### config.mk
export PLATFORM = sky130hd
export DESIGN_NAME = spi_memory
export DESIGN_NICKNAME = d
export VERILOG_FILES = /design/src/hw/spi_mem_pkg.sv /design/src/hw/data_memory.sv /design/src/hw/input_conditioner.sv /design/src/hw/shift_register.sv /design/src/hw/spi_fsm.sv /design/src/hw/spi_memory.sv
export SDC_FILE = /design/constraint.sdc
export NUM_CORES = 2
export LEC_CHECK = 0
export ABC_CLOCK_PERIOD_IN_PS = 2700
export BUFFER_PORTS_ARGS = -buffer_cell sky130_fd_sc_hd__buf_2
export CAP_MARGIN = 20
export CELL_PAD_IN_SITES_DETAIL_PLACEMENT = 0
export CELL_PAD_IN_SITES_GLOBAL_PLACEMENT = 1
export CORE_MARGIN = 2
export CORE_UTILIZATION = 40
export DETAILED_ROUTE_END_ITERATION = 8
export HOLD_SLACK_MARGIN = 0.08
export PLACE_DENSITY_LB_ADDON = 0.08
export SLEW_MARGIN = 20
export SYNTH_ARGS = -nofsm -noshare
export SYNTH_HDL_FRONTEND = slang
export SYNTH_SLANG_ARGS = --single-unit
### constraint.sdc
create_clock -name sclk -period 2.7 [get_ports sclk]
set_input_delay 0.27 -clock sclk [delete_from_list [all_inputs] [get_ports sclk]]
set_output_delay 0.27 -clock sclk [all_outputs]
set_load 0.05 [all_outputs]
### src/hw/spi_mem_pkg.sv
// ====================================================================
// shared widths and enums for the SPI slave memory
// changing addr_width also changes the memory depth (2**addr_width)
// ====================================================================
`default_nettype none

package spi_mem_pkg;

	// memory word and SPI byte width
	parameter int data_width = 8;

	// address field of the command byte, 128 words
	parameter int addr_width = 7;

	// bit counter must reach data_width
	parameter int count_width = 4;

	// frame sequencing states
	typedef enum logic [2:0] {
		st_idle,
		st_receive,
		st_write,
		st_read_load,
		st_read_shift,
		st_done
	} fsm_state_e;

	// last bit of the command byte
	typedef enum logic {
		op_write = 1'b0,
		op_read = 1'b1
	} spi_op_e;

endpackage

`default_nettype wire

### src/hw/data_memory.sv
// ====================================================================
// 128 x 8 register array, whole array cleared by reset
// read data follows the latched address without a clock
// ====================================================================
`timescale 1ns/10ps
`default_nettype none

module data_memory (
	input wire logic sclk,
	input wire logic arst_n,
	input wire logic addr_we,
	input wire logic [spi_mem_pkg::addr_width-1:0] addr_in,
	input wire logic dm_we,
	input wire logic [spi_mem_pkg::data_width-1:0] write_data,
	output logic [spi_mem_pkg::data_width-1:0] read_data
);

	localparam int depth = 2 ** spi_mem_pkg::addr_width;

	logic [spi_mem_pkg::addr_width-1:0] addr_q;
	logic [spi_mem_pkg::data_width-1:0] mem [depth];

	// address latch
	always_ff @(posedge sclk or negedge arst_n) begin
		if (!arst_n)
			addr_q <= '0;
		else if (addr_we)
			addr_q <= addr_in;
	end

	always_ff @(posedge sclk or negedge arst_n) begin
		if (!arst_n) begin
			for (int i = 0; i < depth; i++)
				mem[i] <= '0;
		end else if (dm_we) begin
			mem[addr_q] <= write_data;
		end
	end

	assign read_data = mem[addr_q];

endmodule

`default_nettype wire

### src/hw/input_conditioner.sv
// ====================================================================
// pin to level latency is 2 + debounce_cycles + 1 sclk cycles
// debounce_cycles must be 1 or more
// ====================================================================
`timescale 1ns/10ps
`default_nettype none

module input_conditioner #(
	parameter int debounce_cycles = 2,
	parameter logic reset_level = 1'b0
) (
	input wire logic sclk,
	input wire logic arst_n,
	input wire logic pin,
	output logic level,
	output logic rise,
	output logic fall
);

	localparam int cnt_w = $clog2(debounce_cycles + 1);

	logic sync_0;
	logic sync_1;
	logic [cnt_w-1:0] stable_cnt;
	logic accept;

	// two flop synchronizer
	always_ff @(posedge sclk or negedge arst_n) begin
		if (!arst_n) begin
			sync_0 <= reset_level;
			sync_1 <= reset_level;
		end else begin
			sync_0 <= pin;
			sync_1 <= sync_0;
		end
	end

	// new value held long enough
	assign accept = (sync_1 != level) && (stable_cnt == cnt_w'(debounce_cycles));

	always_ff @(posedge sclk or negedge arst_n) begin
		if (!arst_n) begin
			stable_cnt <= '0;
			level <= reset_level;
			rise <= 1'b0;
			fall <= 1'b0;
		end else begin
			// any bounce back to the accepted level restarts the count
			if (sync_1 == level || accept)
				stable_cnt <= '0;
			else
				stable_cnt <= stable_cnt + 1'b1;
			if (accept)
				level <= sync_1;
			rise <= accept && sync_1;
			fall <= accept && !sync_1;
		end
	end

endmodule

`default_nettype wire

### src/hw/shift_register.sv
// ====================================================================
// load beats both shift directions
// shift in and shift out are not expected in the same cycle
// ====================================================================
`timescale 1ns/10ps
`default_nettype none

module shift_register (
	input wire logic sclk,
	input wire logic arst_n,
	input wire logic shift_in_en,
	input wire logic serial_in,
	input wire logic shift_out_en,
	input wire logic load,
	input wire logic [spi_mem_pkg::data_width-1:0] parallel_in,
	output logic [spi_mem_pkg::data_width-1:0] parallel_out,
	output logic serial_out
);

	logic [spi_mem_pkg::data_width-1:0] sr_q;

	always_ff @(posedge sclk or negedge arst_n) begin
		if (!arst_n) begin
			sr_q <= '0;
		end else if (load) begin
			sr_q <= parallel_in;
		end else if (shift_in_en) begin
			// mosi enters at the lsb, msb first on the wire
			sr_q <= {sr_q[spi_mem_pkg::data_width-2:0], serial_in};
		end else if (shift_out_en) begin
			// zero fill behind the outgoing bit
			sr_q <= {sr_q[spi_mem_pkg::data_width-2:0], 1'b0};
		end
	end

	assign parallel_out = sr_q;

	// msb goes out first
	assign serial_out = sr_q[spi_mem_pkg::data_width-1];

endmodule

`default_nettype wire

### src/hw/spi_fsm.sv
// ====================================================================
// one command byte plus one data byte per frame, no bursts
// a new frame needs cs_n to go high and low again
// ====================================================================
`timescale 1ns/10ps
`default_nettype none

module spi_fsm (
	input wire logic sclk,
	input wire logic arst_n,
	input wire logic cs_n,
	input wire logic spi_rise,
	input wire logic spi_fall,
	input wire logic rw_bit,
	output logic addr_we,
	output logic dm_we,
	output logic sr_we,
	output logic miso_buff
);

	localparam logic [spi_mem_pkg::count_width-1:0] byte_bits =
		spi_mem_pkg::count_width'(spi_mem_pkg::data_width);

	spi_mem_pkg::fsm_state_e state;
	spi_mem_pkg::fsm_state_e next_state;
	spi_mem_pkg::spi_op_e op;
	logic [spi_mem_pkg::count_width-1:0] bit_cnt;
	logic cs_n_q;
	logic frame_start;
	logic byte_done;
	logic counting;

	assign op = spi_mem_pkg::spi_op_e'(rw_bit);

	// falling cs_n, seen against last cycle's level
	assign frame_start = cs_n_q && !cs_n;

	assign byte_done = (bit_cnt == byte_bits);

	assign counting = (state == spi_mem_pkg::st_receive) ||
		(state == spi_mem_pkg::st_write) ||
		(state == spi_mem_pkg::st_read_shift);

	always_comb begin
		next_state = state;
		case (state)
			spi_mem_pkg::st_idle: begin
				if (frame_start)
					next_state = spi_mem_pkg::st_receive;
			end
			spi_mem_pkg::st_receive: begin
				// rw bit is in bit 0 once all eight are in
				if (byte_done) begin
					if (op == spi_mem_pkg::op_read)
						next_state = spi_mem_pkg::st_read_load;
					else
						next_state = spi_mem_pkg::st_write;
				end
			end
			spi_mem_pkg::st_write: begin
				if (byte_done)
					next_state = spi_mem_pkg::st_done;
			end
			spi_mem_pkg::st_read_load: begin
				// hold the load across the fall that closes the command byte,
				// so the first data bit is not shifted away
				if (spi_fall)
					next_state = spi_mem_pkg::st_read_shift;
			end
			spi_mem_pkg::st_read_shift: begin
				if (byte_done)
					next_state = spi_mem_pkg::st_done;
			end
			spi_mem_pkg::st_done: begin
				next_state = spi_mem_pkg::st_idle;
			end
			default: begin
				next_state = spi_mem_pkg::st_idle;
			end
		endcase
		// abort from anywhere
		if (cs_n)
			next_state = spi_mem_pkg::st_idle;
	end

	always_ff @(posedge sclk or negedge arst_n) begin
		if (!arst_n) begin
			state <= spi_mem_pkg::st_idle;
			cs_n_q <= 1'b1;
			bit_cnt <= '0;
		end else begin
			state <= next_state;
			cs_n_q <= cs_n;
			if (next_state != state)
				bit_cnt <= '0;
			else if (counting && spi_rise)
				bit_cnt <= bit_cnt + 1'b1;
		end
	end

	// registered strobes, one cycle behind the state they decode
	always_ff @(posedge sclk or negedge arst_n) begin
		if (!arst_n) begin
			addr_we <= 1'b0;
			dm_we <= 1'b0;
			sr_we <= 1'b0;
			miso_buff <= 1'b0;
		end else begin
			addr_we <= (state == spi_mem_pkg::st_receive) && byte_done && !cs_n;
			dm_we <= (state == spi_mem_pkg::st_write) && byte_done && !cs_n;
			sr_we <= (state == spi_mem_pkg::st_read_load) && !cs_n;
			// enable once the first load has happened
			miso_buff <= ((state == spi_mem_pkg::st_read_load) && sr_we && !cs_n) ||
				((state == spi_mem_pkg::st_read_shift) && !cs_n);
		end
	end

endmodule

`default_nettype wire

### src/hw/spi_memory.sv
// ====================================================================
// SPI mode 0 slave memory, spi_clk must be much slower than sclk
// miso is data only, the pad driver uses miso_oe
// ====================================================================
`timescale 1ns/10ps
`default_nettype none

module spi_memory #(
	parameter int debounce_cycles = 2
) (
	input wire logic sclk,
	input wire logic arst_n,
	input wire logic spi_clk,
	input wire logic cs_n,
	input wire logic mosi,
	output logic miso,
	output logic miso_oe
);

	// pin order 0 spi_clk, 1 cs_n, 2 mosi
	localparam logic [2:0] reset_levels = 3'b010;

	logic [2:0] pins;
	logic [2:0] pin_level;
	logic [2:0] pin_rise;
	logic [2:0] pin_fall;

	logic addr_we;
	logic dm_we;
	logic sr_we;
	logic miso_buff;
	logic shift_in_en;
	logic shift_out_en;
	logic sr_serial_out;
	logic [spi_mem_pkg::data_width-1:0] sr_q;
	logic [spi_mem_pkg::data_width-1:0] mem_rdata;

	assign pins = {mosi, cs_n, spi_clk};

	generate
		for (genvar i = 0; i < 3; i++) begin : g_cond
			input_conditioner #(
				.debounce_cycles(debounce_cycles),
				.reset_level(reset_levels[i])
			) i_cond (
				.sclk(sclk),
				.arst_n(arst_n),
				.pin(pins[i]),
				.level(pin_level[i]),
				.rise(pin_rise[i]),
				.fall(pin_fall[i])
			);
		end
	endgenerate

	// rises shift mosi in, falls shift read data out; never both in one phase
	assign shift_in_en = pin_rise[0] && !miso_buff;
	assign shift_out_en = pin_fall[0] && miso_buff;

	shift_register i_sr (
		.sclk(sclk),
		.arst_n(arst_n),
		.shift_in_en(shift_in_en),
		.serial_in(pin_level[2]),
		.shift_out_en(shift_out_en),
		.load(sr_we),
		.parallel_in(mem_rdata),
		.parallel_out(sr_q),
		.serial_out(sr_serial_out)
	);

	spi_fsm i_fsm (
		.sclk(sclk),
		.arst_n(arst_n),
		.cs_n(pin_level[1]),
		.spi_rise(pin_rise[0]),
		.spi_fall(pin_fall[0]),
		.rw_bit(sr_q[0]),
		.addr_we(addr_we),
		.dm_we(dm_we),
		.sr_we(sr_we),
		.miso_buff(miso_buff)
	);

	// command byte is address in 7:1, rw in 0
	data_memory i_mem (
		.sclk(sclk),
		.arst_n(arst_n),
		.addr_we(addr_we),
		.addr_in(sr_q[spi_mem_pkg::data_width-1:1]),
		.dm_we(dm_we),
		.write_data(sr_q),
		.read_data(mem_rdata)
	);

	assign miso = sr_serial_out && miso_buff;
	assign miso_oe = miso_buff;

endmodule

`default_nettype wire

# After elaboration in Yosys (flattened, before gate mapping)
# Cells that the tools add are included.
[totals] register_bits=1068 in_bits=5 output_inout_bits=2
[op_classes] add_sub_neg=4 order_cmp=2 eq_ne=15 mux=21 n_bitwise=1 n_reduce_logical=32
[ops] operator="bitwise mux 1024 bit" count=1
[ops] operator="binary-select mux 8 bit (select 7 bit)" count=1
[ops] operator="demux 8 bit (select 7 bit)" count=1
[ops] operator="2-to-1 mux 8 bit" count=6
[ops] operator="logical AND 1 bit" count=19
[ops] operator="2-to-1 mux 3 bit" count=5
[ops] operator="one-hot mux 3 bit (4 select lines)" count=1
[ops] operator=">= comparator 8 bit, second input constant" count=1
[ops] operator="< comparator 8 x 1 -> 1 bit, second input constant" count=1
[ops] operator="2-to-1 mux 4 bit" count=2
[ops] operator="inverter 7 -> 8 bit" count=1
[ops] operator="adder 2 x 1 -> 2 bit, second input constant" count=3
[ops] operator="== test 2 bit, second input constant" count=3
[ops] operator="== test 3 x 2 -> 1 bit, second input constant" count=2
[ops] operator="logical OR 1 bit" count=6
[ops] operator="2-to-1 mux 2 bit" count=3
[ops] operator="adder 4 x 1 -> 4 bit, second input constant" count=1
[ops] operator="== test 4 bit, second input constant" count=1
[ops] operator="== test 1 bit" count=3
[ops] operator="== test 3 x 1 -> 1 bit, second input constant" count=1
[ops] operator="== test 3 bit, second input constant" count=1
[ops] operator="zero test 1 bit" count=3
[ops] operator="zero test 3 bit" count=1
[ops] operator="!= test 1 bit" count=3
[ops] operator="other kinds (5)" count=5

# Depth between registers and ports, before layout
[depth] word_depth=7 mapped_depth=11

# By module
# From an unflattened synthesis, not the netlist that was laid out.
[hier_totals] cells_unflattened=3719 area_unflattened_um2=49349.8
[modules_own_cells] module="data_memory" n_inst=1 cells_each=3556 area_each_um2=47488.0 seq_area_each_um2=25799.7
[modules_own_cells] module="spi_fsm" n_inst=1 cells_each=69 area_each_um2=686.9 seq_area_each_um2=301.5
[modules_own_cells] module="input_conditioner (g_cond[0].i_cond ...)" n_inst=2 cells_each=17 area_each_um2=234.0 seq_area_each_um2=175.2
[modules_own_cells] module="shift_register" n_inst=1 cells_each=40 area_each_um2=450.4 seq_area_each_um2=200.2
[modules_own_cells] module="input_conditioner (g_cond[1].i_cond)" n_inst=1 cells_each=17 area_each_um2=237.7 seq_area_each_um2=178.9
[modules_own_cells] module="spi_memory" n_inst=1 cells_each=3 area_each_um2=18.8 seq_area_each_um2=0.0

# Worst setup path before layout
# Ideal clock, no wire load.
[synth_path] path_type="register to register" start="reg i_mem.addr_q[0] (netlist bit)" end="reg i_sr.sr_q, in the netlist i_sr.parallel_out[0]" setup_time_ps=135 arrival_ps=2040 setup_slack_ps=525 path_stages_with_launch=10 path_buffers=4 path_cell_list="dfrtp_1 > buf_6 > buf_8 > buf_8 > buf_6 > mux2_2 > o221ai_1 > o221ai_1 > o41ai_1 > nand3_1"
[synth_between] elab_chain_len=5
[synth_lines] item="start: declaration" line_no="data_memory.sv:20" text="logic [spi_mem_pkg::addr_width-1:0] addr_q;"
[synth_lines] item="start signal: assignment" line_no="data_memory.sv:28" text="addr_q <= addr_in;"
[synth_lines] item="inverter 7 -> 8 bit (not written as such)" line_no="data_memory.sv:40" text="assign read_data = mem[addr_q];"
[synth_lines] item="binary-select mux 8 bit (select 7 bit)" line_no="data_memory.sv:40"
[synth_lines] item="2-to-1 mux 8 bit (not written as such) (2 in a row)" line_no="data_memory.sv:40"
[synth_lines] item="2-to-1 mux 8 bit" line_no="shift_register.sv:25" text="end else if (load) begin"
[synth_lines] item="end signal: assignment" line_no="shift_register.sv:26" text="sr_q <= parallel_in;"
[synth_lines] item="end signal: assignment" line_no="shift_register.sv:29" text="sr_q <= {sr_q[spi_mem_pkg::data_width-2:0], serial_in};"
[synth_lines] item="end signal: assignment" line_no="shift_register.sv:32" text="sr_q <= {sr_q[spi_mem_pkg::data_width-2:0], 1'b0};"
[synth_lines] item="end: declaration" line_no="shift_register.sv:20" text="logic [spi_mem_pkg::data_width-1:0] sr_q;"
# Every way passes these cells. The select of a mux whose other input is x is not followed.
# A chain may end at the register's enable or synchronous reset.

# Worst setup path in the final report
# Ends and elaborated chain as after synthesis.

==> reports/metrics.cfg <==
[grt]
first_global_vias=32900
overflow=0
grt.total_usage_pct=23.1
grt_first_pass_wirelength_um=218000
grt_max_degree=100
antenna_found_initial=2

[clocking]
cts.sink_count=1068
clk_pin_slew_ps=60
root_buffer=clkbuf_16
clkLatencyLatePin_ps=750
htreeDepth=3
cts_tree=done
cts_buffer_depth=3
cts_made_buffers=117

[worst_setup_path]
arrival_ps=3300
required_ps=3320
endpoint_kind=flip-flop
worstSetupPathType=reg2reg
crit_chain=buf_12 -> buf_12 -> buf_16 -> mux2i_1 -> o22ai_1 -> o21ai_0 -> buf_4 -> a41oi_1 -> o41ai_1 -> nand3_1
critPathLaunch=i_mem.addr_q[0]
crit_path_max_incr_delay_ps=460
start_kind=flip-flop
crit_top_cell=buf_12
reg2reg_from=i_mem.addr_q[0]
slowest_stage=dfrtp_4
worstPathMaxFanout=14

[sta]
finalSetupViolations=0
drv_slew=0
final_hold_viol_count=0
worst_pin_slew_ps=961
fin_crit_sh_pct=99.1
fmax_ghz=0.374
hold_ws_ps=113
clock_skew_ps=33.4
timing.final.ws_setup_ps=24.4
fin_crit_ps=2680
fin_tns_setup_ps=0
rsz0062_at_grt=yes
maxSlewHeadroom_pct=35.9

[synthesis]
synth_ff_type=dfrtp_1
syn_area_per_cell_um2=14.0
yosysWarnings=0
ys_seq_area_share_pct=54.6
yosysUniqueCellTypes=56
synth-seq-cells=1068
netlist_instances=3489
async_flop_share_pct=100
synth_edf_count=0
synth.net_count=3499
syn_area_um2=48900

[pwr]
clockPowerShare_pct=46.9
leakagePower_nw=26.0
power.internal_mw=25.9
comb_power_share_pct=4.8
p_sw_share_pct=24.5
p_total_mw=34.4
p_seq_share_pct=48.3
power.density_nw_per_um2=598
vdd_drop_max_mv=0.511
switchingPower_mw=8.41

[placement]
place_area_um2=53100
place_ws_ps=-583
dp_hpwl_um=94200
numPortBuffers=6
gp_congestion=0.808

[status]
status=finished, final reports clean

[floorplanning]
fp.coreArea_um2=122000
dieArea_um2=125000
dieWidth_um=354
start_util_pct=40.3
num_rows=128
die_y_um=354
io_pins=7

[detailed_routing]
drc=0
viasPerCell=5.59
ant_nets=0
dr.pass1.iters=6
routed_wl_um=143000
initialDrtViolationCount=1822
vias=30300
wire_per_inst_um=26.4

[cells_and_area]
fin_area_um2=57400
final_nets=3710
final_layout_size_suffix_gt1_share_pct=46.1
mostFrequentLayoutCells=dfrtp_1, mux2_2, mux2i_1
final_common_cell=dfrtp_1
area_delta_synth_final_pct=17.3

[flow_run]
maxCapViolations=0

[hold_path]
hp-class=in2async

[per-stage QoR]
stage                     utilization, %  cells
after floorplan                        -   3489
after global placement              43.7   5188
after detailed placement            43.7   5188
after CTS                           47.1   5408
after global routing                47.2   5418
final                               47.2   5419
[metal layers]
metal	routed length, um	part of all wire (%)	global-route usage, %	vias up
li1	-	-	-	13300
met1	66100	46	31.9	16400
met2	69800	49	38.5	456
met3	4670	3.3	2.89	164
met4	2680	1.9	5.72	0
met5	0	0	0	-
[synthesized netlist by cell type (all sizes together) (16+ instances only)]
cell type	count	area (um2)
a21oi	23	115
a41oi	21	184
buf	91	592
clkbuf	166	623
dfrtp	1064	26600
mux2	1039	11700
mux2i	414	4140
mux4	61	1400
nand2	111	459
nand2b	16	100
nor2	87	462
o21ai	107	536
o22ai	202	1260
[worst max-delay path: cells and delay by family, from the launching register on]
kind	cells	cell delay [ps]
flops	1	460
simple gates	1	120
mux	1	250
buf+inv	4	760
compound gates	4	930
[final timing paths]
check / endpoint / slack [ps] / cells after the start
max reg2reg: i_sr.parallel_out[0] / 20 / 10
min reg2reg: g_cond[2].i_cond.sync_1 / 350 / 0
min: i_mem.mem[669] / 110 / 2
max in group asynchronous: i_mem.mem[519] / 1510 / 3
min in group sclk: g_cond[0].i_cond.sync_0 / 180 / 2
max: i_sr.parallel_out[0] / 20 / 10
[power by group through the flow]
stage	Sequential, mW	Clock [mW]	Combinational, mW
5_1_grt	16.6	17.3	1.85
3_5_place_dp	16.9	0	1.70
4_1_cts	16.6	16.6	1.71
2_1_floorplan	16.5	0	0.926
6_report	16.6	16.1	1.66
3_3_place_gp	16.9	0	1.62
[flip-flops by register name (all words and copies together) (netlist names)]
register	count
i_mem.mem	1024
g_cond.i_cond.rise	1
i_fsm.bit_cnt	4
i_fsm.sr_we	1
g_cond.i_cond.sync_0	3
g_cond.i_cond.sync_1	3
i_mem.addr_q	7
i_fsm.miso_buff	1
i_fsm.cs_n_q	1
i_fsm.addr_we	1
i_sr.parallel_out	8
g_cond.i_cond.level	3
i_fsm.state	3
i_fsm.dm_we	1
g_cond.i_cond.stable_cnt	6
g_cond.i_cond.fall	1
[kinds of logic (layout without fill, tap and decap cells)]
kind of cell             after synthesis  in the layout  share of synthesized area, %
AND/OR/NAND/NOR                      261            261                          2.80
multiplexers                        1514           1514                          35.2
XOR/XNOR                               6              6                         0.107
flip-flops                          1068           1068                          54.6
buffers and inverters                265            569                          2.54
AO/OA/AOI/OAI                        370            370                          4.59
other                                  0              1                             0
adder cells (fa/ha/maj)                5              5                         0.128
[what timing repair did]
action,CTS,global route
setup buffers,2,9
hold endpoints to repair,344,0
gates cloned,2,1
endpoints found under the setup margin,118,81
hold buffers,4,0
resized for setup,39,21
pin swaps,3,2
[area by class of cell]
cell class	count	area [um2]
repair buffers	349	3500
fillers	10700	64100
clock inverters	39	425
diodes	1	2.50
well taps	1625	2030
inverters	8	30.0
multi-input cells	2156	21200
clock buffers	173	3470
flip-flops and latches	1068	26800
(Power assumes the default switching activity.)
